[src/include/mips_defines.svh]
`ifndef MIPS_DEFINES_SVH
`define MIPS_DEFINES_SVH

// Datapath widths
`define XLEN        32
`define REG_ADDR_W  5
`define NUM_REGS    32

// Instruction field widths
`define OPCODE_W    6
`define FUNCT_W     6
`define SHAMT_W     5
`define IMM_W       16

// Instruction memory, one word per entry
`define IMEM_DEPTH  256
`define IMEM_ADDR_W 8

`endif

[src/rtl/isa_pkg.sv]
`include "mips_defines.svh"

package isa_pkg;

	// Primary opcodes that the core decodes
	typedef enum logic [`OPCODE_W-1:0] {
		OP_RTYPE = 6'b000000,
		OP_ADDI  = 6'b001000, // Same as ADDIU, no traps
		OP_ADDIU = 6'b001001,
		OP_SLTI  = 6'b001010,
		OP_ORI   = 6'b001101,
		OP_XORI  = 6'b001110,
		OP_LUI   = 6'b001111
	} opcode_e;

	// R-type function codes
	typedef enum logic [`FUNCT_W-1:0] {
		FN_SLL  = 6'b000000,
		FN_SRL  = 6'b000010,
		FN_SRA  = 6'b000011,
		FN_ADD  = 6'b100000,
		FN_ADDU = 6'b100001,
		FN_SUB  = 6'b100010,
		FN_SUBU = 6'b100011,
		FN_AND  = 6'b100100,
		FN_OR   = 6'b100101,
		FN_XOR  = 6'b100110,
		FN_NOR  = 6'b100111,
		FN_SLT  = 6'b101010,
		FN_SLTU = 6'b101011
	} funct_e;

	// Low IMM_W bits double as the I-type immediate
	typedef struct packed {
		opcode_e                opcode;
		logic [`REG_ADDR_W-1:0] rs;
		logic [`REG_ADDR_W-1:0] rt;
		logic [`REG_ADDR_W-1:0] rd;
		logic [`SHAMT_W-1:0]    shamt;
		funct_e                 funct;
	} insn_t;

endpackage

[src/rtl/pipe_pkg.sv]
`include "mips_defines.svh"

package pipe_pkg;

	typedef enum logic [3:0] {
		ALU_ADD,
		ALU_SUB,
		ALU_AND,
		ALU_OR,
		ALU_XOR,
		ALU_NOR,
		ALU_SLT,
		ALU_SLTU,
		ALU_SLL,
		ALU_SRL,
		ALU_SRA,
		ALU_LUI // Immediate to upper half
	} alu_op_e;

	// Fetch register, pc is a word index
	typedef struct packed {
		logic                    valid;
		logic [`IMEM_ADDR_W-1:0] pc;
		isa_pkg::insn_t          insn;
	} fetch_t;

	typedef struct packed {
		logic                    valid;
		logic [`IMEM_ADDR_W-1:0] pc;
		alu_op_e                 alu_op;
		logic [`XLEN-1:0]        operand_a;
		logic [`XLEN-1:0]        operand_b;
		logic [`SHAMT_W-1:0]     shamt;
		logic [`REG_ADDR_W-1:0]  dest;
		logic                    wen;
	} decode_t;

	// Writeback, forward and retire all share this view
	typedef struct packed {
		logic                    valid;
		logic [`IMEM_ADDR_W-1:0] pc;
		logic [`REG_ADDR_W-1:0]  dest;
		logic                    wen;
		logic [`XLEN-1:0]        value;
	} result_t;

endpackage

[src/rtl/execute_stage.sv]
`timescale 1ns/10ps

`include "mips_defines.svh"

module execute_stage (
	input  logic              clock,
	input  logic              rst_n,
	input  pipe_pkg::decode_t dec,
	output pipe_pkg::result_t ex_fwd,
	output pipe_pkg::result_t result
);

	logic [`XLEN-1:0] a;
	logic [`XLEN-1:0] b;
	logic [`XLEN-1:0] alu_out;
	logic lt_signed;
	logic lt_unsigned;

	assign a = dec.operand_a;
	assign b = dec.operand_b;

	assign lt_signed   = $signed(a) < $signed(b);
	assign lt_unsigned = a < b;

	always_comb begin
		case (dec.alu_op)
			pipe_pkg::ALU_ADD:  alu_out = a + b;
			pipe_pkg::ALU_SUB:  alu_out = a - b;
			pipe_pkg::ALU_AND:  alu_out = a & b;
			pipe_pkg::ALU_OR:   alu_out = a | b;
			pipe_pkg::ALU_XOR:  alu_out = a ^ b;
			pipe_pkg::ALU_NOR:  alu_out = ~(a | b);
			pipe_pkg::ALU_SLT:  alu_out = {{(`XLEN-1){1'b0}}, lt_signed};
			pipe_pkg::ALU_SLTU: alu_out = {{(`XLEN-1){1'b0}}, lt_unsigned};
			// Shifts act on the rt operand
			pipe_pkg::ALU_SLL:  alu_out = b << dec.shamt;
			pipe_pkg::ALU_SRL:  alu_out = b >> dec.shamt;
			pipe_pkg::ALU_SRA:  alu_out = $signed(b) >>> dec.shamt;
			pipe_pkg::ALU_LUI:  alu_out = {b[`IMM_W-1:0], {(`XLEN-`IMM_W){1'b0}}};
			default:            alu_out = '0;
		endcase
	end

	// Unregistered result, fed back to decode
	always_comb begin
		ex_fwd.valid = dec.valid;
		ex_fwd.pc    = dec.pc;
		ex_fwd.dest  = dec.dest;
		ex_fwd.wen   = dec.wen;
		ex_fwd.value = alu_out;
	end

	always_ff @(posedge clock or negedge rst_n) begin
		if (!rst_n)
			result <= '0;
		else
			result <= ex_fwd;
	end

	// Decode is expected to drop wen for r0 destinations
	a_no_r0_write: assert property (
		@(posedge clock) disable iff (!rst_n)
		(result.valid && result.wen) |-> (result.dest != '0)
	) else $error("execute_stage: write to r0 reached writeback");

endmodule

[config.mk]
export PLATFORM = sky130hd
export DESIGN_NAME = execute_stage
export DESIGN_NICKNAME = d
export VERILOG_FILES = /design/src/rtl/isa_pkg.sv /design/src/rtl/pipe_pkg.sv /design/src/rtl/execute_stage.sv
export VERILOG_INCLUDE_DIRS = /design/src /design/src/include
export SDC_FILE = /design/constraint.sdc
export NUM_CORES = 1
export LEC_CHECK = 0
export BUFFER_PORTS_ARGS = -buffer_cell sky130_fd_sc_hd__clkbuf_2
export CAP_MARGIN = 10
export CORE_ASPECT_RATIO = 0.75
export CORE_UTILIZATION = 55
export CTS_BUF_LIST = sky130_fd_sc_hd__clkbuf_8
export DETAILED_ROUTE_END_ITERATION = 10
export PLACE_DENSITY_LB_ADDON = 0.3
export SLEW_MARGIN = 5
export SYNTH_ARGS = -nofsm -noshare
export SYNTH_HDL_FRONTEND = slang
export SYNTH_SLANG_ARGS = --single-unit
[constraint.sdc]
create_clock -name clock -period 6.1 [get_ports clock]
set_input_delay 0.61 -clock clock [delete_from_list [all_inputs] [get_ports clock]]
set_output_delay 0.61 -clock clock [all_outputs]
set_load 0.005 [all_outputs]
-- Word-level counts from Yosys, hierarchy flattened
Cells that the tools add are included.
- register bits after elaboration: 47
- input bits: 90
- output and inout port bits: 94
- logic and storage cells: 29
- $add $sub $neg: 2
- order comparisons: 2
- equal/unequal tests: 11
- shift operators: 3
- muxes and demuxes: 1
- bitwise gates (word level): 4
- reduce and logical (&&, ||, !) cells: 1
- operators with widths (kind ; count):
    $pmux W32 S12 ; 1
    $lt A32 B32 Y1 ; 2
    $add A32 B32 Y32 ; 1
    $and A32 B32 Y32 ; 1
    $not A32 Y32 ; 1
    $or A32 B32 Y32 ; 1
    $shl A32 B5 Y32 ; 1
    $shr A32 B5 Y32 ; 1
    $sshr A32 B5 Y32 ; 1
    $sub A32 B32 Y32 ; 1
    $xor A32 B32 Y32 ; 1
    $eq A4 B3 Y1 const B ; 4
    $eq A4 B4 Y1 const B ; 4
    $eq A4 B2 Y1 const B ; 2
    $eq A4 B1 Y1 const B ; 1
    $logic_not A4 Y1 ; 1

-- Logic depth before layout (Yosys ltp)
- word-level depth: 3
- depth in mapped cells: 13
- mapped depth without buffers: 12

-- Least setup slack after synthesis
Ideal clock, no wire load.
- path type: input-to-output
- start: input dec[12] (netlist bit)
- end: output ex_fwd[25] (netlist bit)
- data arrival time: 3206 ps
- required time: 5490 ps
- slack: 2284 ps
- stages on the path: 12
- path buffers: 1
- cells stage by stage: clkbuf_1 > inv_1 > ha_1 > nor3_2 > o311ai_2 > a2111oi_2 > nor4_2 > o31ai_2 > a41oi_2 > o21ai_1 > o31ai_1 > a311o_1
- RTL lines (element ; line ; RTL):
    from (decl) ; execute_stage.sv:8 ; input pipe_pkg::decode_t dec,
    to (decl) ; execute_stage.sv:9 ; output pipe_pkg::result_t ex_fwd,

==> results.cfg <==
[outcome]
status = completed

[cells_and_area]
largest_reg_flops = 47
drive_above_1_share_pct = 18.3
stdcell_count = 1816
design_area_um2 = 11500
fin_util_pct = 61.6
top_regs = result x47
top_register = result
syn_to_final_growth_pct = 8.82
num-nets-final = 1755
fillers = 1786

[setup_path]
crit_required_ns = 5.49
crit_type = input port to output pin
path_delay_family = compound AO/OA/AOI/OAI gates
cp-end-kind = output pin
max_stage_delay_ns = 0.60
worst-path-max-fanout = 13
path_buf_inv = 3
crit_path_start_kind = input port
cp_data_arrival_time_ns = 4.24
path_cells = clkbuf_2 > inv_1 > ha_1 > nor2b_1 > o311a_1 > or4_1 > nor3_2 > o41ai_2 > a221o_1 > a221o_1 > a211o_1 > clkbuf_2
crit_path_top_delay_cell = ha_1

[timing]
drv_slew = 0
rsz0062_at_grt = no
min_period_ns = 4.85
period_share_pct = 79.5
maxSlewHeadroom_pct = 20.4
max_freq_mhz = 206
setup_viol = 0
hold_viol_final = 0
final.setup.tns_ns = 0
timing.final.ws_setup_ns = 1.25
whs_ns = 0.369
tightest_slew_ns = 1.19

[place]
pre_cts_slack_ns = 1.36
dp.cells = 1806
placed_area_um2 = 11400
port_buffers = 183
gp_congestion = 1.10
dp_hpwl_um = 35600

[pwr]
p_leak_nw = 5.23
power_density_nw_per_um2 = 137
power.share.clock_pct = 13.9
intPower_uw = 796
peakVddDrop_uv = 106
p_seq_share_pct = 22.6
p_total_mw = 1.58
switching_power_uw = 785
swShare_pct = 49.6
combPwrFrac_pct = 63.5

[logic_synthesis]
avgSynthCellArea_um2 = 7.11
ys.flop_type = dfrtp_1
syn-cell-area_um2 = 10600
synth_warnings = 0
async_flop_share_pct = 100
ys_top_cells_by_area = ha_1 (11%), dfrtp_1 (11%), a21oi_1 (7.0%)
synth_seq_cells = 47
seq_area_frac_synth_pct = 11.1
synth_common_cells = nor2_1 (172), a21oi_1 (147), nand2_1 (117)
synth.distinct_cells = 86
synth_top_area_cell = ha_1
synth_most_common_cell = nor2_1
synth_top_area_share_pct = 11.5
synth_edf_count = 0
syn_inst = 1486
syn_nets = 1675

[drt]
wl_per_cell_um = 25.7
routed_wl_um = 46600
drtIter0Drc = 2678
vias_per_cell = 7.22
drc = 0
vias = 13100
dr.pass1.iters = 7
ant_nets = 0

[clock_network]
cts_made_buffers = 5
post_cts_buffers = 0
holdBufCountCts = 0
clockBufferDepth = 2
clock_sinks = 47
tritoncts = done
root_buffer = clkbuf_8
htreeDepth = 2
ctsResizeCount = 0
path_clk_slew_ns = 0.10

[floorplanning]
io_pins = 184
rows = 43
start_util_pct = 56.6
fp.dieW_um = 162
dieHeight_um = 122
dieArea_um2 = 19800
core-area_um2 = 18700

[hold_path]
hold_class = input port to asynchronous set/reset pin

[global_route]
grt_pass1_vias = 11500
gr-total-overflow = 0
grt.total_usage_pct = 46.2
antenna_found_initial = 3
grt_max_degree = 82
grt_pass1_wl_um = 69600

[flow_run]
drv_cap = 0
==> routing by layer <==
layer,GRT usage [%],wire length (um),part of all wire (%),up-vias
met5,0,50,0.11,-
met4,20.8,2530,5.4,2
met2,68.9,19100,41,1206
met1,61.7,17900,38,6010
met3,13.1,7060,15,210
li1,-,-,-,5678
==> kinds of logic (layout without fill, tap and decap cells) <==
group	after synthesis	count (layout)	share of synthesized area, %
adder cells (fa/ha/maj)	99	99	11.9
AO/OA/AOI/OAI	561	561	35.7
other	0	2	0
flip-flops	47	47	11.1
XOR/XNOR	5	5	0.414
buffers and inverters	237	318	9.47
multiplexers	94	94	12.1
AND/OR/NAND/NOR	443	443	19.4
==> power by group through the flow <==
stage | Sequential, mW | Clock, mW | Combinational (mW)
after floorplan | 0.369 | 0 | 0.610
after global placement | 0.363 | 0 | 0.949
after detailed placement | 0.364 | 0 | 0.955
after CTS | 0.358 | 0.224 | 0.959
after global routing | 0.361 | 0.236 | 1.07
final | 0.358 | 0.220 | 1.00
==> cell usage in the layout, fill, tap and decap left out, drive strengths merged, types with 6 or more instances in the layout <==
master	count
a2111oi	7
a211o	8
a211oi	38
a21o	15
a21oi	148
a221o	10
a221oi	21
a222oi	9
a22oi	16
a311oi	7
a31oi	17
buf	25
clkbuf	188
dfrtp	47
ha	97
inv	99
mux2	17
mux2i	52
mux4	25
nand2	117
nand2b	21
nand3	27
nand4	12
nor2	173
nor2b	15
nor3	31
nor4	6
o2111ai	10
o211ai	24
o21a	16
o21ai	122
o21bai	12
o221ai	8
o22ai	15
o31ai	10
or3	11
==> how the worst max path moves through the flow <==
stage                 start          to  slack [ns]  depth (start not counted)
detailed placement  dec[21]  ex_fwd[23]        1.36                         12
finish              dec[21]  ex_fwd[23]        1.25                         12
CTS                 dec[21]  ex_fwd[23]        1.35                         12
global route        dec[19]  ex_fwd[27]        1.13                         12
global placement    dec[21]  ex_fwd[23]        1.47                         12
floorplan           dec[12]  ex_fwd[25]        2.28                         12
==> layout make-up <==
cell class / instances / area, um2 / share of cell area [%]
Antenna cell: 2 / 5.00 / 0.0435
Multi-Input combinational cell: 1202 / 8430 / 73.3
Tap cell: 247 / 309 / 2.69
Clock inverter: 2 / 16.3 / 0.141
Timing Repair Buffer: 207 / 1100 / 9.55
Sequential cell: 47 / 1180 / 10.2
Clock buffer: 6 / 82.6 / 0.718
Inverter: 103 / 387 / 3.36
Note: power is estimated with default switching activity, not from simulation.
