--- config.mk ---
export PLATFORM = sky130hd
export DESIGN_NAME = reg_file
export DESIGN_NICKNAME = d
export VERILOG_FILES = /design/src/rtl/isa_pkg.sv /design/src/rtl/pipe_pkg.sv /design/src/rtl/reg_file.sv
export VERILOG_INCLUDE_DIRS = /design/src /design/src/include
export SDC_FILE = /design/constraint.sdc
export NUM_CORES = 2
export LEC_CHECK = 0
export BUFFER_PORTS_ARGS = -buffer_cell sky130_fd_sc_hd__buf_2
export CAP_MARGIN = 30
export CORE_ASPECT_RATIO = 0.75
export CORE_MARGIN = 2
export CORE_UTILIZATION = 30
export CTS_CLUSTER_SIZE = 28
export DETAILED_ROUTE_END_ITERATION = 12
export GPL_ROUTABILITY_DRIVEN = 0
export MAX_ROUTING_LAYER = met4
export PLACE_DENSITY = 0.48
export SLEW_MARGIN = 15
export SYNTH_ARGS = -nofsm -noshare
export SYNTH_HDL_FRONTEND = slang
export SYNTH_SLANG_ARGS = --single-unit
--- constraint.sdc ---
create_clock -name clock -period 2.41 [get_ports clock]
set_clock_uncertainty 0.1 [all_clocks]
set_input_delay 0.3615 -clock clock [delete_from_list [all_inputs] [get_ports clock]]
set_output_delay 0.3615 -clock clock [all_outputs]
set_load 0.1 [all_outputs]
--- src/include/mips_defines.svh ---
`ifndef MIPS_DEFINES_SVH
`define MIPS_DEFINES_SVH

// Datapath widths
`define XLEN        32
`define REG_ADDR_W  5
`define NUM_REGS    32

// Instruction field widths
`define OPCODE_W    6
`define FUNCT_W     6
`define SHAMT_W     5
`define IMM_W       16

// Instruction memory, one word per entry
`define IMEM_DEPTH  256
`define IMEM_ADDR_W 8

`endif

--- src/rtl/isa_pkg.sv ---
`include "mips_defines.svh"

package isa_pkg;

	// Primary opcodes that the core decodes
	typedef enum logic [`OPCODE_W-1:0] {
		OP_RTYPE = 6'b000000,
		OP_ADDI  = 6'b001000, // Same as ADDIU, no traps
		OP_ADDIU = 6'b001001,
		OP_SLTI  = 6'b001010,
		OP_ORI   = 6'b001101,
		OP_XORI  = 6'b001110,
		OP_LUI   = 6'b001111
	} opcode_e;

	// R-type function codes
	typedef enum logic [`FUNCT_W-1:0] {
		FN_SLL  = 6'b000000,
		FN_SRL  = 6'b000010,
		FN_SRA  = 6'b000011,
		FN_ADD  = 6'b100000,
		FN_ADDU = 6'b100001,
		FN_SUB  = 6'b100010,
		FN_SUBU = 6'b100011,
		FN_AND  = 6'b100100,
		FN_OR   = 6'b100101,
		FN_XOR  = 6'b100110,
		FN_NOR  = 6'b100111,
		FN_SLT  = 6'b101010,
		FN_SLTU = 6'b101011
	} funct_e;

	// Low IMM_W bits double as the I-type immediate
	typedef struct packed {
		opcode_e                opcode;
		logic [`REG_ADDR_W-1:0] rs;
		logic [`REG_ADDR_W-1:0] rt;
		logic [`REG_ADDR_W-1:0] rd;
		logic [`SHAMT_W-1:0]    shamt;
		funct_e                 funct;
	} insn_t;

endpackage

--- src/rtl/pipe_pkg.sv ---
`include "mips_defines.svh"

package pipe_pkg;

	typedef enum logic [3:0] {
		ALU_ADD,
		ALU_SUB,
		ALU_AND,
		ALU_OR,
		ALU_XOR,
		ALU_NOR,
		ALU_SLT,
		ALU_SLTU,
		ALU_SLL,
		ALU_SRL,
		ALU_SRA,
		ALU_LUI // Immediate to upper half
	} alu_op_e;

	// Fetch register, pc is a word index
	typedef struct packed {
		logic                    valid;
		logic [`IMEM_ADDR_W-1:0] pc;
		isa_pkg::insn_t          insn;
	} fetch_t;

	typedef struct packed {
		logic                    valid;
		logic [`IMEM_ADDR_W-1:0] pc;
		alu_op_e                 alu_op;
		logic [`XLEN-1:0]        operand_a;
		logic [`XLEN-1:0]        operand_b;
		logic [`SHAMT_W-1:0]     shamt;
		logic [`REG_ADDR_W-1:0]  dest;
		logic                    wen;
	} decode_t;

	// Writeback, forward and retire all share this view
	typedef struct packed {
		logic                    valid;
		logic [`IMEM_ADDR_W-1:0] pc;
		logic [`REG_ADDR_W-1:0]  dest;
		logic                    wen;
		logic [`XLEN-1:0]        value;
	} result_t;

endpackage

--- src/rtl/reg_file.sv ---
`timescale 1ns/10ps

`include "mips_defines.svh"

module reg_file (
	input  logic                   clock,
	input  logic                   rst_n,
	input  logic [`REG_ADDR_W-1:0] rs_addr,
	input  logic [`REG_ADDR_W-1:0] rt_addr,
	output logic [`XLEN-1:0]       rs_data,
	output logic [`XLEN-1:0]       rt_data,
	input  pipe_pkg::result_t      wb
);

	logic [`XLEN-1:0] regs [1:`NUM_REGS-1]; // r0 is not stored
	logic wr_en;

	assign wr_en = wb.valid && wb.wen && (wb.dest != '0);

	// Write-through so decode sees the value retiring this cycle
	function automatic logic [`XLEN-1:0] read_port(input logic [`REG_ADDR_W-1:0] addr);
		if (addr == '0)
			return '0;
		if (wr_en && (wb.dest == addr))
			return wb.value;
		return regs[addr];
	endfunction

	always_comb begin
		rs_data = read_port(rs_addr);
		rt_data = read_port(rt_addr);
	end

	always_ff @(posedge clock or negedge rst_n) begin
		if (!rst_n) begin
			for (int i = 1; i < `NUM_REGS; i++)
				regs[i] <= '0;
		end else if (wr_en) begin
			regs[wb.dest] <= wb.value;
		end
	end

endmodule

# Yosys cells after proc, flatten, opt, wreduce, memory -nomap -nowiden

Cells that the tools add are included.

Bits in registers: 992

Mux-type cells: 23
Equality and inequality tests: 2
Magnitude comparators: 4
Reduce and logical (&&, ||, !) cells: 8
Bitwise gates (word level): 3

Operator list:

| kind               | count |
|---|---|
| $bwmux 992         | 1 |
| $mux 32            | 13 |
| $bmux 32 s5        | 2 |
| $demux 32 s5       | 1 |
| $ge 6x6->1 const B | 3 |
| $not 5->6          | 3 |
| $eq 5x5->1         | 2 |
| $logic_not 5->1    | 2 |
| $lt 6x1->1 const B | 1 |
| $mux 1             | 6 |
| $logic_and 1x1->1  | 5 |
| $reduce_bool 5->1  | 1 |

# Logic depth before layout (Yosys ltp)

Word-level depth: 7
Gate-level depth with buffers: 10
Mapped depth without buffers: 5

# Worst setup path before layout

Ideal clock, no wire load.

Kind: in2out
From: input port rs_addr[2]
To: output port rs_data[6]
Setup slack: -1752 ps
Stages on the path: 8
Data arrival time: 3700 ps
Buffers on the path: 4
Data required time: 1949 ps
Cells stage by stage: buf_2 > buf_2 > clkbuf_1 > buf_2 > a221oi_1 > o21ai_0 > o221ai_1 > o31ai_1

Cells in the longest elaborated chain, start to end: 6
Elaborated cells on any way between the ends: 13
Classes of those cells: eq/ne (1); mux (9); bitwise (1); reduce/logical (2)

Ends and longest elaborated chain:

| item                                                                        | line                           | RTL |
|---|---|---|
| start: declaration                                                          | reg_file.sv:8                  | `` input logic [`REG_ADDR_W-1:0] rs_addr, `` |
| $not 5->6 (implied by the code) / $eq 5x5->1 (equally long branches)        | reg_file.sv:26, reg_file.sv:24 |  |
| $bmux 32 s5 / $logic_and 1x1->1 (equally long branches)                     | reg_file.sv:26, reg_file.sv:24 |  |
| $mux 32 (implied by the code) / $mux 1 (equally long branches) (2 in a row) | reg_file.sv:26, reg_file.sv:24 |  |
| $mux 32                                                                     | reg_file.sv:26                 | `return regs[addr];` |
| $mux 32 (*)                                                                 | reg_file.sv:24                 | `if (wr_en && (wb.dest == addr))` |
| end: declaration                                                            | reg_file.sv:10                 | `` output logic [`XLEN-1:0] rs_data, `` |

Every way passes the cells marked *; elsewhere a longest branch is shown, timed or not. The select of a mux whose other input is x is not followed.

# Worst setup path in the final report

From: register regs[664] (netlist bit)
To: output port rs_data[24]

Cells in the longest elaborated chain, start to end: 5

Ends and longest elaborated chain:

| item                                       | line           | RTL |
|---|---|---|
| start: declaration                         | reg_file.sv:15 | `` logic [`XLEN-1:0] regs [1:`NUM_REGS-1]; `` |
| start signal: indexed assignment           | reg_file.sv:39 | `regs[wb.dest] <= wb.value;` |
| $bmux 32 s5                                | reg_file.sv:26 |  |
| $mux 32 (implied by the code) (2 in a row) | reg_file.sv:26 |  |
| $mux 32                                    | reg_file.sv:26 |  |
| $mux 32                                    | reg_file.sv:24 |  |

Every way passes these cells. The select of a mux whose other input is x is not followed.

==> metrics.yaml <==
finish:
  largest_reg_flops: 992
  drive_gt1_share_pct: 66.38
  regArea_um2: 24820
  multi_input_area_um2: 29660
  synthToLayoutAreaGrowth_pct: 31.42
  fin_area_um2: 70590
  layout.nets: 4205
  num-fill-cells: 16340
  utilization_pct: 39.68
  top_register: "regs"
  largestRegisters: "regs x992"
  instances_no_fill: 6627
timing:
  worstMarginPinSlew_ps: 945.6
  setup_viol: 64
  finalSetupTns_ps: -31730
  drv_slew: 0
  fin_crit_sh_pct: 126.7
  timing.slew.headroom_pct: 36.48
  rsz0062_at_grt: "true"
  hold_violations: 0
  min_period_ps: 3053
  layout_setup_ws_ps: -642.9
  fmaxAchievable_mhz: 327.6
pwr:
  peakVddDrop_mv: 0.5426
  leakage_uw: 0.03053
  power.density_nw_per_um2: 716.0
logic_synthesis:
  yosysTopAreaCellShare_pct: 46.22
  yosys-top-cells-area: "dfrtp_1, mux2_2, mux4_2"
  async_flop_share_pct: 100.0
  synthFlopType: "dfrtp_1"
  syn_avg_cell_area_um2: 14.62
  synthMostInstantiatedCell: "mux2_2"
  synth_seq_area_share_pct: 46.22
  synth-edff-count: 0
  synth_common_cells: "mux2_2, dfrtp_1, mux4_2"
  syn_inst: 3675
  syn_area_um2: 53710
  synth-warning-count: 0
  synth_seq_cells: 992
  synth.largest_area_cell: "dfrtp_1"
  yosysUniqueCellTypes: 49
  synth_fp_nets: 3734
drt:
  drc: 0
  drt_pass1_iterations: 7
  drt-wirelength-per-cell_um: 33.08
  antenna_left: 0
  drtIter0Drc: 3346
  vias_per_cell: 5.690
  via_count: 37710
  drt-total-wl_mm: 219.2
worst_setup_path:
  regToRegEndpoint: "regs[70]"
  cp.arrival_ps: 2590
  worst_setup_path_end_kind: "output port"
  slowest_stage: "mux4_2"
  crit_chain: "mux4_2 > o21ai_2 > a21oi_2 > nor4_4 > buf_4 > o31ai_4 > buf_12"
  startpoint_type: "flip-flop"
  rr_worst_depth: 2
  crit_fanout: 3
  rr_startpoint: "regs[70]"
  crit_type: "flip-flop to output port"
  r2r_slack_ps: 1380
  cpPeakStageDelay_ps: 490
  worstPathRequired_ps: 1950
floorplan:
  die_area_um2: 182500
  start_util_pct: 30.19
  core_area_um2: 177900
  fp.dieH_um: 370.4
  rows: 134
  io_pins: 123
  die_w_um: 492.6
clocking:
  htreeDepth: 3
  cts_tree: "done"
  cts.clk_slew.worst_paths_ps: 60
  cts_buffers: 113
  cts_num_sinks: 992
  clk_path_buf_depth: 3
  root_buffer: "clkbuf_16"
  clock_latency_ps: 760
min_path:
  hold_depth: 2
  hold_end: "regs[973]"
  worstHoldStart: "wb[13]"
  hp-class: "input port to flip-flop"
placement:
  dp_cells: 6364
  place_hpwl_mm: 147.5
  post_dp_cell_area_um2: 64620
  io_buffers: 114
grt:
  grt_pass1_vias: 38600
  grt_max_degree: 94
  antenna_found_initial: 6
  overflow: 0
  grt_first_pass_wirelength_mm: 309.9
  grt_use_total_pct: 24.58
run_status:
  violations: "negative setup slack"
  status: "finished with violations"
run:
  maxCapViolCount: 0
## placed cells by master, fill, tap and decap left out, types with 27 or more instances in the layout
cell type	instances
mux2_4	44
a22oi_2	63
mux4_2	396
mux2_2	1087
o22a_4	28
buf_4	424
mux2i_1	33
clkbuf_1	27
buf_12	266
nand2_1	37
dfrtp_1	992
clkbuf_16	116
clkbuf_8	33
o22ai_1	30
a221oi_2	29
nor2_1	62
buf_2	39
a221oi_1	33
## stage by stage
step	hold WS (ps)	setup slack (ps)	power, uW
after floorplan	-34.09	-251.1	27470
after global placement	197.6	-683.7	31580
after detailed placement	197.3	-685.8	31750
after CTS	12.99	-723.1	50580
after global routing	31.19	-732.4	52380
final	59.83	-642.9	50540
## worst max-delay path by stage
| stage | to | slack [ps] | cells past startpoint | startpoint |
|---|---|---|---|---|
| 2_1_floorplan | rs_data[18] | -250 | 8 | rs_addr[0] |
| 3_3_place_gp | rs_data[7] | -680 | 7 | rs_addr[3] |
| 3_5_place_dp | rs_data[24] | -690 | 10 | rs_addr[0] |
| 4_1_cts | rs_data[24] | -720 | 7 | regs[664] |
| 5_1_grt | rs_data[24] | -730 | 7 | regs[664] |
| 6_report | rs_data[24] | -640 | 7 | regs[664] |
## timing repair
item | in CTS | in global routing
hold buffers | 11 | 0
setup buffers | 32 | 9
pin swaps | 118 | 77
endpoints found under the hold margin | 638 | 0
cloned | 3 | 1
gates resized for setup | 184 | 100
setup endpoints to repair | 64 | 64
## metal layers
metal  wire [um]  global-route usage (%)
met1      102000                   34.84
met2       99230                   36.55
met3       11830                   3.862
met4        6085                   6.513
met5           0                       -
## critical path: cells and delay by family, from the launching register on
| family | cells | cell delay [ps] |
|---|---|---|
| AOI/OAI and AO/OA | 3 | 290 |
| buffers and inverters | 2 | 360 |
| DFF | 1 | 400 |
| muxes | 1 | 490 |
| and+or+nand+nor | 1 | 280 |
## cell type report
| cell class | count | share of cell area (%) |
|---|---|---|
| tap | 2380 | 4.218 |
| timing repair buffer | 761 | 13.04 |
| inverter | 8 | 0.04254 |
| antenna | 2 | 0.007090 |
| clock inverter | 40 | 0.6895 |
| clock buffer | 174 | 4.828 |
| sequential | 992 | 35.17 |
| multi-input combinational | 2270 | 42.01 |
## cell families after synthesis
group / Yosys count / share of synthesized area (%)
flops: 992 / 46.22
compound gates: 387 / 5.458
mux: 1599 / 41.73
simple gates: 274 / 2.448
buf+inv: 413 / 3.981
xor+xnor: 10 / 0.1631
## report_power, final
part	switching, uW	internal (uW)	leakage, uW
logic	5590	6120	0.0154
clock network	7570	10700	0.00192
registers	1700	18900	0.0132
total	14900	35700	0.0305
(Power assumes the default switching activity.)
