===== src/include/mips_defines.svh =====
`ifndef MIPS_DEFINES_SVH
`define MIPS_DEFINES_SVH

// Datapath widths
`define XLEN        32
`define REG_ADDR_W  5
`define NUM_REGS    32

// Instruction field widths
`define OPCODE_W    6
`define FUNCT_W     6
`define SHAMT_W     5
`define IMM_W       16

// Instruction memory, one word per entry
`define IMEM_DEPTH  256
`define IMEM_ADDR_W 8

`endif


===== src/rtl/isa_pkg.sv =====
`include "mips_defines.svh"

package isa_pkg;

	// Primary opcodes that the core decodes
	typedef enum logic [`OPCODE_W-1:0] {
		OP_RTYPE = 6'b000000,
		OP_ADDI  = 6'b001000, // Same as ADDIU, no traps
		OP_ADDIU = 6'b001001,
		OP_SLTI  = 6'b001010,
		OP_ORI   = 6'b001101,
		OP_XORI  = 6'b001110,
		OP_LUI   = 6'b001111
	} opcode_e;

	// R-type function codes
	typedef enum logic [`FUNCT_W-1:0] {
		FN_SLL  = 6'b000000,
		FN_SRL  = 6'b000010,
		FN_SRA  = 6'b000011,
		FN_ADD  = 6'b100000,
		FN_ADDU = 6'b100001,
		FN_SUB  = 6'b100010,
		FN_SUBU = 6'b100011,
		FN_AND  = 6'b100100,
		FN_OR   = 6'b100101,
		FN_XOR  = 6'b100110,
		FN_NOR  = 6'b100111,
		FN_SLT  = 6'b101010,
		FN_SLTU = 6'b101011
	} funct_e;

	// Low IMM_W bits double as the I-type immediate
	typedef struct packed {
		opcode_e                opcode;
		logic [`REG_ADDR_W-1:0] rs;
		logic [`REG_ADDR_W-1:0] rt;
		logic [`REG_ADDR_W-1:0] rd;
		logic [`SHAMT_W-1:0]    shamt;
		funct_e                 funct;
	} insn_t;

endpackage


===== src/rtl/pipe_pkg.sv =====
`include "mips_defines.svh"

package pipe_pkg;

	typedef enum logic [3:0] {
		ALU_ADD,
		ALU_SUB,
		ALU_AND,
		ALU_OR,
		ALU_XOR,
		ALU_NOR,
		ALU_SLT,
		ALU_SLTU,
		ALU_SLL,
		ALU_SRL,
		ALU_SRA,
		ALU_LUI // Immediate to upper half
	} alu_op_e;

	// Fetch register, pc is a word index
	typedef struct packed {
		logic                    valid;
		logic [`IMEM_ADDR_W-1:0] pc;
		isa_pkg::insn_t          insn;
	} fetch_t;

	typedef struct packed {
		logic                    valid;
		logic [`IMEM_ADDR_W-1:0] pc;
		alu_op_e                 alu_op;
		logic [`XLEN-1:0]        operand_a;
		logic [`XLEN-1:0]        operand_b;
		logic [`SHAMT_W-1:0]     shamt;
		logic [`REG_ADDR_W-1:0]  dest;
		logic                    wen;
	} decode_t;

	// Writeback, forward and retire all share this view
	typedef struct packed {
		logic                    valid;
		logic [`IMEM_ADDR_W-1:0] pc;
		logic [`REG_ADDR_W-1:0]  dest;
		logic                    wen;
		logic [`XLEN-1:0]        value;
	} result_t;

endpackage


===== src/rtl/decode_stage.sv =====
`timescale 1ns/10ps

`include "mips_defines.svh"

module decode_stage (
	input  logic                   clock,
	input  logic                   rst_n,
	input  pipe_pkg::fetch_t       fetch,
	output logic [`REG_ADDR_W-1:0] rs_addr,
	output logic [`REG_ADDR_W-1:0] rt_addr,
	input  logic [`XLEN-1:0]       rs_data,
	input  logic [`XLEN-1:0]       rt_data,
	input  pipe_pkg::result_t      ex_fwd,
	output pipe_pkg::decode_t      dec
);

	isa_pkg::insn_t insn;
	pipe_pkg::alu_op_e alu_op;
	logic is_rtype;
	logic use_imm;
	logic sign_ext;
	logic supported;
	logic [`IMM_W-1:0] imm;
	logic [`XLEN-1:0] imm_ext;
	logic [`REG_ADDR_W-1:0] dest;
	logic wen;
	logic [`XLEN-1:0] rs_val;
	logic [`XLEN-1:0] rt_val;

	// Result of the instruction now in execute wins over the register file
	function automatic logic [`XLEN-1:0] fwd_sel(
		input logic [`REG_ADDR_W-1:0] addr,
		input logic [`XLEN-1:0]       rf_data,
		input pipe_pkg::result_t      fwd
	);
		if (fwd.valid && fwd.wen && (fwd.dest != '0) && (fwd.dest == addr))
			return fwd.value;
		return rf_data;
	endfunction

	assign insn    = fetch.insn;
	assign imm     = fetch.insn[`IMM_W-1:0];
	assign rs_addr = insn.rs;
	assign rt_addr = insn.rt;

	always_comb begin
		alu_op    = pipe_pkg::ALU_ADD;
		is_rtype  = 1'b0;
		use_imm   = 1'b1;
		sign_ext  = 1'b0;
		supported = 1'b1;
		case (insn.opcode)
			isa_pkg::OP_RTYPE: begin
				is_rtype = 1'b1;
				use_imm  = 1'b0;
				case (insn.funct)
					isa_pkg::FN_ADD, isa_pkg::FN_ADDU: alu_op = pipe_pkg::ALU_ADD;
					isa_pkg::FN_SUB, isa_pkg::FN_SUBU: alu_op = pipe_pkg::ALU_SUB;
					isa_pkg::FN_AND:  alu_op = pipe_pkg::ALU_AND;
					isa_pkg::FN_OR:   alu_op = pipe_pkg::ALU_OR;
					isa_pkg::FN_XOR:  alu_op = pipe_pkg::ALU_XOR;
					isa_pkg::FN_NOR:  alu_op = pipe_pkg::ALU_NOR;
					isa_pkg::FN_SLT:  alu_op = pipe_pkg::ALU_SLT;
					isa_pkg::FN_SLTU: alu_op = pipe_pkg::ALU_SLTU;
					isa_pkg::FN_SLL:  alu_op = pipe_pkg::ALU_SLL;
					isa_pkg::FN_SRL:  alu_op = pipe_pkg::ALU_SRL;
					isa_pkg::FN_SRA:  alu_op = pipe_pkg::ALU_SRA;
					default:          supported = 1'b0;
				endcase
			end
			isa_pkg::OP_ADDI, isa_pkg::OP_ADDIU: begin
				alu_op   = pipe_pkg::ALU_ADD;
				sign_ext = 1'b1;
			end
			isa_pkg::OP_SLTI: begin
				alu_op   = pipe_pkg::ALU_SLT;
				sign_ext = 1'b1;
			end
			isa_pkg::OP_ORI:  alu_op = pipe_pkg::ALU_OR;
			isa_pkg::OP_XORI: alu_op = pipe_pkg::ALU_XOR;
			isa_pkg::OP_LUI:  alu_op = pipe_pkg::ALU_LUI;
			default:          supported = 1'b0; // Retires as a NOP
		endcase
	end

	assign imm_ext = sign_ext ? {{(`XLEN-`IMM_W){imm[`IMM_W-1]}}, imm}
	                          : {{(`XLEN-`IMM_W){1'b0}}, imm};
	assign dest    = is_rtype ? insn.rd : insn.rt;
	assign wen     = fetch.valid && supported && (dest != '0); // Never write r0

	assign rs_val = fwd_sel(insn.rs, rs_data, ex_fwd);
	assign rt_val = fwd_sel(insn.rt, rt_data, ex_fwd);

	always_ff @(posedge clock or negedge rst_n) begin
		if (!rst_n) begin
			dec <= '0;
		end else begin
			dec.valid     <= fetch.valid;
			dec.pc        <= fetch.pc;
			dec.alu_op    <= alu_op;
			dec.operand_a <= rs_val;
			dec.operand_b <= use_imm ? imm_ext : rt_val;
			dec.shamt     <= insn.shamt;
			dec.dest      <= dest;
			dec.wen       <= wen;
		end
	end

endmodule


===== config.mk =====
export PLATFORM = sky130hd
export DESIGN_NAME = decode_stage
export DESIGN_NICKNAME = d
export VERILOG_FILES = /design/src/rtl/isa_pkg.sv /design/src/rtl/pipe_pkg.sv /design/src/rtl/decode_stage.sv
export VERILOG_INCLUDE_DIRS = /design/src /design/src/include
export SDC_FILE = /design/constraint.sdc
export NUM_CORES = 1
export LEC_CHECK = 0
export BUFFER_PORTS_ARGS = -buffer_cell sky130_fd_sc_hd__buf_2
export CAP_MARGIN = 20
export CORE_UTILIZATION = 42
export DETAILED_ROUTE_END_ITERATION = 6
export GPL_TIMING_DRIVEN = 0
export MAX_ROUTING_LAYER = met4
export PLACE_DENSITY = 0.83
export SETUP_SLACK_MARGIN = 0.02
export SYNTH_ARGS = -nofsm -noshare
export SYNTH_HDL_FRONTEND = slang
export SYNTH_SLANG_ARGS = --single-unit
export TNS_END_PERCENT = 30

===== constraint.sdc =====
create_clock -name clock -period 0.8 [get_ports clock]
set_clock_uncertainty 0.1 [all_clocks]
set_input_delay 0.16 -clock clock [delete_from_list [all_inputs] [get_ports clock]]
set_output_delay 0.16 -clock clock [all_outputs]
set_load 0.01 [all_outputs]

---- Word-level counts from Yosys, hierarchy flattened ----
Index checks and enable logic that the tools add are counted.
operators by class
  eq/ne operators ......................... 20
  mux-type cells .......................... 15
  reduce and logical (&&, ||, !) cells .... 14
operators with widths
  kind                                                             number
  32-bit two-way mux                                               6
  6-bit == test, second input constant                             10
  4-bit case mux with 10 select lines                              1
  6-bit by 4-bit == test with 1-bit output, second input constant  6
  4-bit case mux with 5 select lines                               1
  13-bit OR reduction                                              1
  6-bit by 2-bit == test with 1-bit output, second input constant  2
  6-bit logical NOT                                                2
  5-bit == test                                                    2
  5-bit nonzero test                                               2
  1-bit logical AND                                                6
  6-bit OR reduction                                               1
  1-bit two-way mux                                                5
  5-bit two-way mux                                                1
  3-bit OR reduction                                               1
  1-bit case mux with 2 select lines                               1
  2-bit OR reduction                                               1
storage, ports and cells
  register bits after elaboration ......... 88
  logic and storage cells ................. 57

---- Longest topological paths before layout ----
Gate-level depths: netlist of run 1.
  word-level depth ........................ 6
  mapped depth ............................ 7
  gate-level depth less buffers ........... 5

---- Worst setup path before layout of run 1 ----
Ideal clock, no wire load.
  path type ............................... in2reg
  from .................................... input port ex_fwd[34] (netlist name)
  to ...................................... register dec[44] (netlist name)
  library setup time ...................... 0.125 ns
  arrival time ............................ 1.474 ns
  path slack .............................. -0.899 ns
  cell stages on the path ................. 5
  path buffers ............................ 1
  cells stage by stage .................... or4_4 o211ai_4 nor4_4 buf_8 mux2_4
between the ends
  cells in the longest elaborated chain, start to end .. 5
ends and longest elaborated chain
  item                  RTL line            text
  start: declaration    decode_stage.sv:13  input pipe_pkg::result_t ex_fwd,
  5-bit nonzero test    decode_stage.sv:36  if (fwd.valid && fwd.wen && (fwd.dest != '0) && (fwd.dest == addr))
  1-bit logical AND     decode_stage.sv:36
  1-bit logical AND *   decode_stage.sv:36
  1-bit two-way mux *   decode_stage.sv:36
  32-bit two-way mux *  decode_stage.sv:38  return rf_data;
  named net rs_val[1]   decode_stage.sv:27  logic [`XLEN-1:0] rs_val;
  end: declaration      decode_stage.sv:14  output pipe_pkg::decode_t dec
Mark *: on every way through the listed nets, which the timed path passes. The rest lies on a longest branch.

---- Worst setup path after layout of run 1 ----
  from .................................... input port ex_fwd[34] (netlist name)
  to ...................................... register dec[18] (netlist name)
between the ends
  cells in the longest elaborated chain, start to end .. 6
ends and longest elaborated chain
  item                  RTL line             text
  5-bit nonzero test    decode_stage.sv:36
  1-bit logical AND     decode_stage.sv:36
  1-bit logical AND *   decode_stage.sv:36
  1-bit two-way mux *   decode_stage.sv:36
  32-bit two-way mux *  decode_stage.sv:38
  32-bit two-way mux *  decode_stage.sv:102  dec.operand_b <= use_imm ? imm_ext : rt_val;
Mark *: on every way between the ends. The rest lies on a longest branch, timed or not.

==> results.txt, run 1 <==
The maximum number of pins on one net before global-route repair is 47, and the largest incremental delay on the critical path is 480 ps. In the global route stage, overall resource usage came out at 25.92%. The tools report the net count after synthesis as 445.

The tools report the count of non-filler cells in the finished layout as 680. The detailed-route vias per instance came out at 5.044. Largest register by flop count: dec. The chip height was 97.99 um; the post-synthesis instance total was 291.

The floorplan has 34 rows. For the met1 usage in global routing, the log shows 27.14%. The logs give 47.62% for the met2 routing resource usage after global routing and 920 ps for the data required time of the critical path. Buffers inserted to repair hold after CTS numbered 14. The analysis attributes to cell leakage a power of 3.027 nW. Measured against its own limit, the worst slew margin works out to 60.06%.

Number of maximum-capacitance constraint violations: 0. Most frequently used flop master after synthesis: dfrtp_1. The run finished, with violations left. The clock buffer count from CTS came out at 9. The number of different library cells used by synthesis comes to 34.

For this configuration, the core starts out at a cell density of 43.95%. Highest-delay cell along the critical path: nor4_4. The maximum fanout along the worst path works out to 10.

Summed over all layers, the global routing overflow is 0. Clock-pin slew was measured on the worst setup and hold paths at 100 ps. Summed over all failing endpoints, the final setup total negative slack is -72630 ps. The number of DRC markers in iteration 0 is 85. In the post-synthesis netlist, the cell with the most instances is dfrtp_1.

In this run the power spent charging and discharging nets is 2.585 mW. Horizontal die dimension: 97.99 um. The count of buffers added on input and output ports is 242. The proportion of synthesized chip area in sequential cells was 56.90%; the number of antenna violations at the first check in global routing was 0. The data arrival time at the worst-slack endpoint is 1670 ps. Setup repair after global routing could not meet its margin everywhere.

Of the available clock period, the critical path in the final layout requires 194.5%. Counting flops with a built-in enable in the synthesized netlist gives 0. The global-route layer with the greatest usage is met2. Count of pins over their slew limit: 0. The logs give 9602 sq um for the total die area and 0.8071 for the last weighted congestion value of the routability-driven placer. Cell internal power was estimated by the tool at 7.023 mW. The detail route stage leaves a number of antenna-violating nets equal to 0. For the number of nets at the end of the flow, the log shows 721. In the post-synthesis netlist, the biggest area contributors are dfrtp_1, mux2_4, mux2i_1, o21ai_1, nand2_1. The area growth from synthesis to layout is 54.67%. Number of global-route vias before repair: 3773. The met3 track utilization from global routing came out at 4.009%. VDD sags by at most 0.8991 mV. In this run the count of I/O pins placed on the die edge is 252. The path type of the worst setup path was primary input to flip-flop. The fraction of registers with async set/reset came out at 100.0%.

TritonCTS built the clock tree. Ranked by instance count, the synthesized netlist is headed by dfrtp_1, mux2i_1, mux2_4, o21ai_1, nand2_1. In the final layout, the registers with the most flip-flops are dec: 88 flops.

The wire length of the first global-routing pass is 18490 um. Of the total power, the clock network draws 33.5%. Including well taps, the total number of placed cells is 642. After detailed routing, the number of remaining DRC violations is 18. For the pin with the worst max-slew slack, the measured transition is 594.6 ps.

The mapped cell area is 3870 sq um, and the synthesized flop and latch total is 88. The part of the total power dissipated in sequential elements was 49.0%. CTS saw 88 sinks. Together, buffers and inverters on the worst path number 3. The logs give -303.3 ps for the final hold slack and 642.7 MHz for the maximum clock frequency. The run gives 0 as the number of diodes added for antenna fixing.

STA classifies the critical path endpoint as a flip-flop. The H-tree was split into 3 levels. The tools report the total count of hold-check failures in the final report as 93. The register with the most flip-flops in the layout has 88 of them. The average wire per standard cell is 18.00 um. The final reports fail on design-rule violations, negative hold slack, negative setup slack.

The root buffer selected by CTS is clkbuf_8. Worst-case setup margin in the final layout: -755.9 ps. Power comes to 9.608 mW. The run gives 17.4% as the part of the power in combinational logic. The run gives 5986 sq um as the cell area after layout. The buffer depth of the longest clock path is 2. Cells fill 67.97% of the core in the end. The total placed instance area came out at 5246 sq um.

The tools report the startpoint kind of the worst setup timing path as a primary input. During synthesis, Yosys emitted a total of 0 warnings. The logs give 9059 um for the HPWL reported at the end of detailed placement and 8806 sq um for the area of the core.

For the number of failing setup endpoints in the final timing report, the log shows 166. The power density over the cells works out to 1605 nW/um^2. The signal on the critical path passes through buf_8, buf_4, xor2_1, nor4_4, buf_6, mux2i_4, o21ai_1. The average instance area after synthesis is 13.30 sq um, and the shortest period the worst path allows is 1556 ps.

The share of final-layout standard cells stronger than drive strength 1 was 60.14%. The tools report the final routed wirelength across all metal layers as 12240 um. The kind of cell with the highest combined delay along the critical path is buffers and inverters. The tightest min-delay check is of the primary input to asynchronous set/reset pin type. Area share of the leading cell type in the synthesized netlist: 56.90%. The biggest area consumer among synthesized cells is dfrtp_1. The pre-CTS setup slack was -1339 ps. The final route contains 3430 vias. In this run switching power makes up 26.90% of total power. The pre-antenna-repair detailed-routing pass consisted of 6 iterations.
layout by cell type, fill, tap and decap left out, types with 2 or more instances in the layout:
master	n
or4_4	2
xor2_1	5
nand2_1	25
clkbuf_8	9
xnor2_2	3
nor2_1	5
nor3_1	2
o21ai_1	35
clkbuf_1	5
inv_1	2
clkinv_2	2
mux2_4	31
buf_8	8
dfrtp_1	88
dlygate4sd3_1	14
buf_4	23
a21oi_1	3
buf_2	212
mux2i_1	29
buf_6	25
inv_6	3
mux2_2	6
nand3_2	4
nand2b_1	2
xnor2_1	3
nor4_4	2
mux2i_2	2
nor2_4	4
area by class of cell:
type,count,area [sq um]
Fill cell,632,2820
Sequential cell,88,2202
Timing Repair Buffer,266,1630
Multi-Input combinational cell,177,1613
Buffer,23,196.4
Tap cell,108,135.1
Clock buffer,9,123.9
Clock inverter,7,77.57
Inverter,2,7.507
cells by family (layout without fill, tap and decap cells):
family | Yosys count | in the layout | synth area share, %
flops | 88 | 88 | 56.90
mux | 69 | 69 | 21.95
simple gates | 50 | 50 | 6.693
compound gates | 47 | 47 | 7.016
buf+inv | 26 | 307 | 4.947
xor+xnor | 11 | 11 | 2.489
worst paths after layout:
| path | from | to | slack, ps | depth (start not counted) |
|---|---|---|---|---|
| max | ex_fwd[34] | dec[18] | -760 | 7 |
| min | rst_n | dec[67] | -300 | 1 |
| max in group asynchronous | rst_n | dec[74] | 270 | 2 |
| min in group clock | rs_data[18] | dec[61] | -70 | 2 |
power by group through the flow:
stage               logic (mW)  clock network [mW]  registers, mW
floorplan                0.454                   0           4.91
global placement          1.37                   0           4.78
detailed placement        1.45                   0           4.79
CTS                       1.61                3.30           4.70
global route              1.80                3.49           4.73
finish                    1.68                3.22           4.71
per-layer routing:
| layer | vias to the layer above | share of wire, % | routed length [um] |
|---|---|---|---|
| met5 | - | 0 | 0 |
| met3 | 33 | 6.2 | 762 |
| met1 | 1658 | 37 | 4557 |
| met4 | 0 | 2.7 | 334 |
| met2 | 184 | 54 | 6583 |
| li1 | 1555 | - | - |
what timing repair did:
action	in CTS	in global routing
pin swaps	12	3
gates resized for setup	58	30
setup buffers	8	2
gates cloned	0	1
setup endpoints to repair	172	171
endpoints found under the hold margin	119	91
Power figures use the tool's default switching activity.
==> inputs of run 2 (changes only) <==
--- a/config.mk
+++ b/config.mk
@@ -17,4 +17,4 @@
 export SYNTH_ARGS = -nofsm -noshare
 export SYNTH_HDL_FRONTEND = slang
 export SYNTH_SLANG_ARGS = --single-unit
-export TNS_END_PERCENT = 30
+export TNS_END_PERCENT = 50
==> run 2 against run 1 <==
Compared with the run above: the flow still finishes with violations (design-rule violations, negative hold slack, negative setup slack); routed wire length is 0.22% lower; die area stayed put; non-clock buffer count decreased by 1; total power decreased by 0.16%; fmax decreased by 0.15%; combinational power about the same; sequential power about the same; critical path type unchanged; critical endpoint unchanged; highest routed layer unchanged.
==> results.txt, run 2 (synthesized netlist as in run 1, its figures left out) <==
Horizontal die dimension: 97.99 um (unchanged). The top routing layer in use was met4. The run finished, with violations left.

The layout overhead on the synthesized area works out to 54.54% (about the same). The run gives -72390 ps (+231.2 ps) as the aggregate negative setup slack. The path type of the worst setup path was primary input to flip-flop.

The library cells used most frequently in the layout, excluding fill and tap cells, are buf_2, dfrtp_1, o21ai_1, mux2_4, mux2i_1. The logs give 0 (unchanged) for the number of antenna violations at the first check in global routing and 88 (unchanged) for the clock sink count. The last weighted congestion value of the routability-driven placer came out at 0.8071 (unchanged). TritonCTS built the clock tree. The data arrival time at the worst-slack endpoint is 1670 ps (about the same). Walking the worst path, the cells encountered are buf_8, buf_4, xor2_1, nor4_4, buf_6, mux2i_4, o21ai_1. For the detailed-routing iteration count for the pre-antenna-repair pass, the log shows 7 (+1).

For the total count of hold-check failures in the final report, the log shows 91 (-2.2%). Final routed wirelength across all metal layers: 12210 um (-0.22%). The number of vias in the routed layout was 3434 (+0.12%).

The number of diodes added for antenna fixing was 0 (unchanged). The final hold slack came out at -301.1 ps (+2.221 ps). The path class of the tightest hold or removal check is primary input to asynchronous set/reset pin. CTS clock-pin slew for the worst setup and hold paths: 100 ps (about the same).

The number of port buffers is 242 (unchanged). Routed wire length on met2: 6576 um (-0.11%). Setup repair after global routing could not meet its margin everywhere. Number of flip-flops in the largest register: 88 (unchanged). The area used by sequential logic in the layout came out at 2202 sq um (unchanged). The routed metal-1 wire length is 4577 um (+0.44%), and the total of hold buffers inserted after clock tree synthesis is 14 (unchanged).

The data required time of the critical path is 920 ps (about the same), and the detailed-route vias per instance is 5.057 (+0.26%). The final reports fail on design-rule violations, negative hold slack, negative setup slack. The average wire per standard cell was 17.98 um (about the same); the maximum fanout along the worst path was 10 (unchanged).

The tools report the level count of the clock H-tree as 3 (unchanged). The tools report the number of DRC markers in iteration 0 as 83 (-2.4%). The tools report the wire length of the first global-routing pass as 18490 um (unchanged). The tools report the total die area as 9602 sq um (unchanged).

The library cell used most frequently in the layout, excluding fill and tap cells, is buf_2. Number of nets at the end of the flow: 720 (-0.14%). STA classifies the critical path endpoint as a flip-flop. The run gives 0 (unchanged) as the remaining global-route overflow. The tools report the count of pins over their slew limit as 0 (unchanged).

The fill cell total of the finished layout was 632 (unchanged); the chip height was 97.99 um (unchanged). The met3 routed wirelength was 718 um (-5.8%). The standard-cell row count is 34 (unchanged), and the share of final-layout standard cells stronger than drive strength 1 is 60.07% (-0.070 points).

For the worst-case setup margin in the final layout, the log shows -758.3 ps (-2.388 ps). The run gives 5246 sq um (unchanged) as the total placed instance area. For the remaining max-slew budget at the tightest pin, the log shows 60.03% (about the same). The largest register by flop count is dec.

The run gives 679 (-0.15%) as the count of non-filler cells in the finished layout. The starting density of the core was 43.95% (unchanged); the number of global-route vias before repair was 3773 (unchanged). The tools report the area of the core as 8806 sq um (unchanged). The worst voltage drop across the vdd grid is 0.8997 mV (about the same), and the HPWL reported at the end of detailed placement is 9059 um (unchanged).

The cell area after layout is 5981 sq um (about the same), and the shortest period the worst path allows is 1558 ps (+2.388 ps). The maximum clock frequency was 641.7 MHz (-0.15%); the post-route antenna net violation count was 0 (unchanged). The area of combinational cells with multiple inputs is 1613 sq um (unchanged). Startpoint kind of the worst setup timing path: a primary input. The utilization of the core after routing is 67.92% (about the same). For the number of top-level pins, the log shows 252 (unchanged). The root buffer selected by CTS was clkbuf_8. The power density over the cells was 1604 nW/um^2 (about the same). Number of maximum-capacitance constraint violations: 0 (unchanged). The buffer depth of the longest clock path is 2 (unchanged), and the ratio of final minimum period to clock period is 194.8% (+0.30 points). The largest individual stage delay along the critical path comes from the cell nor4_4. The standby leakage power was 3.022 nW (-0.18%); the pin slew with the least headroom to its limit was 595.1 ps (+0.5012 ps). For the number of failing setup endpoints in the final timing report, the log shows 166 (unchanged).

The cell total after placement was 642 (unchanged); the largest incremental delay on the critical path was 480 ps (about the same). For the maximum number of pins on one net before global-route repair, the log shows 47 (unchanged). The largest registers in the layout are dec: 88 flops. The tools report the clock buffer count from CTS as 9 (unchanged).

The DRC violation count after routing is 19 (+1). The overall fraction of global-route tracks in use is 25.92% (unchanged).
==> run 2: cell count changes in the layout (fill, tap and decap cells not counted) <==
cell	delta
buf_2	-1
==> run 2: routing by layer <==
layer / vias to the layer above / global-route usage (%)
met5: - / -
met3: 31 / 4.009
met4: 0 / 11.89
met1: 1660 / 27.14
li1: 1554 / -
met2: 189 / 47.62
==> run 2: timing repair <==
item	in CTS	in global routing
endpoints found under the hold margin	119	91
pin swaps	12	4
gates resized for setup	58	31
gates cloned	0	1
endpoints found under the setup margin	172	171
setup buffers	8	2
==> run 2: stage by stage <==
step / worst slack [ps] / power [mW]
floorplan: -899.4 / 5.361
global placement: -1324 / 6.153
detailed placement: -1339 / 6.237
CTS: -786.1 / 9.617
global route: -803.3 / 10.01
finish: -758.3 / 9.592
==> run 2: critical path: cells and delay by family <==
kind | cells | cell delay [ps]
buf+inv | 3 | 490
simple gates | 1 | 480
xor+xnor | 1 | 170
mux | 1 | 280
compound gates | 1 | 80
==> run 2: worst max-delay path by stage <==
stage          startpoint  endpoint  slack [ps]  cells past startpoint
2_1_floorplan  ex_fwd[34]   dec[44]        -900                      5
3_3_place_gp   ex_fwd[36]   dec[18]       -1320                      7
6_report       ex_fwd[34]   dec[18]        -760                      7
4_1_cts        ex_fwd[34]   dec[33]        -790                      8
5_1_grt        ex_fwd[37]   dec[46]        -800                      6
3_5_place_dp   ex_fwd[34]   dec[18]       -1340                      7
==> run 2: power breakdown <==
group	internal [mW]	switching, mW	leakage, nW
registers	4.65	0.0626	1.07
clock network	1.49	1.72	0.106
logic	0.884	0.791	1.84
==> run 2: cell type report <==
class                      instances  area share [%]
multi-input combinational        177           26.97
inverter                           2          0.1255
clock buffer                       9           2.071
tap                              108           2.259
sequential                        88           36.82
timing repair buffer             265           27.18
clock inverter                     7           1.297
buffer                            23           3.285
==> inputs of run 3 (changes only) <==
--- a/config.mk
+++ b/config.mk
@@ -13,6 +13,7 @@
 export GPL_TIMING_DRIVEN = 0
 export MAX_ROUTING_LAYER = met4
 export PLACE_DENSITY = 0.83
+export RECOVER_POWER = 100
 export SETUP_SLACK_MARGIN = 0.02
 export SYNTH_ARGS = -nofsm -noshare
 export SYNTH_HDL_FRONTEND = slang
==> run 3 against run 2 <==
Compared with the run above: the flow still finishes with violations (design-rule violations, negative hold slack, negative setup slack); worst setup slack about the same; clock-buffer cell count unchanged; via count decreased by 0.17%; worst hold slack improved by 33 ps; first-iteration DRC count unchanged; largest cell class unchanged; highest routed layer unchanged.
==> results.txt, run 3 (synthesized netlist as in run 1, its figures left out) <==
The logs give -758.3 ps (-0.005000 ps) for the worst-case setup margin in the final layout and 2 (unchanged) for the buffer depth of the longest clock path. The tools report the overall fraction of global-route tracks in use as 25.92% (unchanged). The post-route antenna net violation count was 0 (unchanged); the share of final-layout standard cells stronger than drive strength 1 was 59.72% (-0.35 points).

STA classifies the critical path startpoint as a primary input. The signal on the critical path passes through buf_8, buf_4, xor2_1, nor4_4, buf_6, mux2i_4, o21ai_1. The tools report the number of antenna violations at the first check in global routing as 0 (unchanged). In this run the clock root is driven by a clkbuf_8. For the clock sink count, the log shows 88 (unchanged). Data arrival time at the worst-slack endpoint: 1670 ps (about the same). Worst hold-check path type: primary input to asynchronous set/reset pin. The number of flip-flops in the largest register is 88 (unchanged), and the aggregate negative setup slack is -72390 ps (+1.200 ps). The total of hold buffers inserted after clock tree synthesis was 14 (unchanged). Counting flops per register, the top entry is dec. The data required time of the critical path is 920 ps (about the same), and the final routed wirelength across all metal layers is 12210 um (about the same). The tools report the HPWL reported at the end of detailed placement as 9059 um (unchanged).

Horizontal die dimension: 97.99 um (unchanged). The clock buffer count from CTS came out at 9 (unchanged). Setup repair after global routing could not meet its margin everywhere. The standby leakage power is 3.009 nW (-0.41%), and the remaining max-slew budget at the tightest pin is 60.03% (unchanged). Number of DRC markers in iteration 0: 83 (unchanged). The pin slew with the least headroom to its limit was 595.1 ps (unchanged). The total die area was 9602 sq um (unchanged). The logs give 0 (unchanged) for the remaining global-route overflow and 252 (unchanged) for the number of top-level pins. The library cell used most frequently in the layout, excluding fill and tap cells, is buf_2. The maximum fanout along the worst path was 10 (unchanged).

The count of non-filler cells in the finished layout is 679 (unchanged), and the power density over the cells is 1607 nW/um^2 (+0.20%). CTS clock-pin slew for the worst setup and hold paths: 100 ps (about the same). The number of vias in the routed layout was 3428 (-0.17%).

The worst setup path is captured at a flip-flop. Cell total after placement: 642 (unchanged). The area of the core is 8806 sq um (unchanged), and the layout overhead on the synthesized area is 54.03%.

The detailed-route vias per instance works out to 5.049 (-0.17%). The last weighted congestion value of the routability-driven placer was 0.8071 (unchanged); the chip height was 97.99 um (unchanged). Utilization of the core after routing: 67.69% (-0.23 points).

The run gives 47 (unchanged) as the maximum number of pins on one net before global-route repair. For the final hold slack, the log shows -268.3 ps (+32.83 ps). The path type of the worst setup path was primary input to flip-flop. The average wire per standard cell is 17.98 um (about the same), and the shortest period the worst path allows is 1558 ps (+0.005000 ps). The detailed-routing iteration count for the pre-antenna-repair pass came out at 7 (unchanged). For the wire length of the first global-routing pass, the log shows 18490 um (unchanged). The number of port buffers is 242 (unchanged), and the count of pins over their slew limit is 0 (unchanged). The run gives 641.7 MHz (about the same) as the maximum clock frequency. TritonCTS built the clock tree.

The flow ran to the end, but the final reports show violations. The run gives 3 (unchanged) as the level count of the clock H-tree. The run gives 720 (unchanged) as the number of nets at the end of the flow. The final reports fail on design-rule violations, negative hold slack, negative setup slack. The logs give 91 (unchanged) for the total count of hold-check failures in the final report and 43.95% (unchanged) for the starting density of the core.

For the number of maximum-capacitance constraint violations, the log shows 0 (unchanged). The highest-delay cell along the critical path was nor4_4. The ratio of final minimum period to clock period came out at 194.8% (about the same).

The DRC violation count after routing was 19 (unchanged); the largest incremental delay on the critical path was 480 ps (about the same). The number of failing setup endpoints in the final timing report came out at 166 (unchanged). The largest registers in the layout are dec: 88 flops. The run gives 0.8997 mV (about the same) as the worst voltage drop across the vdd grid. The standard-cell row count is 34 (unchanged), and the number of global-route vias before repair is 3773 (unchanged). In the layout the commonest cells are buf_2, dfrtp_1, o21ai_1, mux2_4, mux2i_1. The tools report the number of diodes added for antenna fixing as 0 (unchanged).
==> run 3: changes by cell type in the layout (fill, tap and decap cells not counted), sizes merged <==
cell and change:
buf -4, clkbuf +4
==> run 3: critical path: cells and delay by family <==
kind,cells,cell delay (ps)
AO/OA/AOI/OAI,1,80
XOR/XNOR,1,170
buffers and inverters,3,490
AND/OR/NAND/NOR,1,480
multiplexers,1,280
==> run 3: metal layers <==
| layer | vias up | part of all wire, % | track usage [%] |
|---|---|---|---|
| li1 | 1554 | - | - |
| met1 | 1660 | 38 | 27.14 |
| met2 | 183 | 54 | 47.62 |
| met4 | 0 | 2.8 | 11.89 |
| met5 | - | 0 | - |
| met3 | 31 | 5.8 | 4.009 |
==> run 3: where the power goes <==
| part | switching [mW] | total, mW | internal, mW |
|---|---|---|---|
| registers | 0.0626 | 4.71 | 4.65 |
| logic | 0.790 | 1.66 | 0.872 |
| clock network | 1.72 | 3.21 | 1.49 |
==> run 3: stage by stage <==
stage	instance area (sq um)	hold slack, ps	power, mW	setup slack [ps]
final	5961	-268.3	9.579	-758.3
after global routing	5961	-237.2	9.996	-803.3
after CTS	5858	-294.7	9.617	-786.1
after detailed placement	5246	98.89	6.237	-1339
after global placement	5216	168.8	6.153	-1324
after floorplan	3870	-235.6	5.361	-899.4
==> run 3: worst paths after layout <==
kind	startpoint	end	slack, ps	cells after the start
worst min-delay path	rst_n	dec[67]	-270	1
worst max-delay path	ex_fwd[34]	dec[18]	-760	7
min in group clock	rs_data[18]	dec[61]	-70	2
max in group asynchronous	rst_n	dec[74]	110	2
==> run 3: area by class of cell <==
cell class | instances | area [sq um]
plain buffers | 23 | 196.4
clock buffers | 9 | 123.9
clock inverters | 7 | 77.57
fillers | 638 | 2845
inverters | 2 | 7.507
multi-input cells | 177 | 1613
flip-flops and latches | 88 | 2202
well taps | 108 | 135.1
repair buffers | 265 | 1605
==> run 3: repair_timing <==
action                     in CTS  in global routing
resized for setup              58                 31
cloned                          0                  1
setup endpoints to repair     172                171
buffers inserted                8                  2
hold endpoints to repair      119                 91
pin swaps                      12                  4
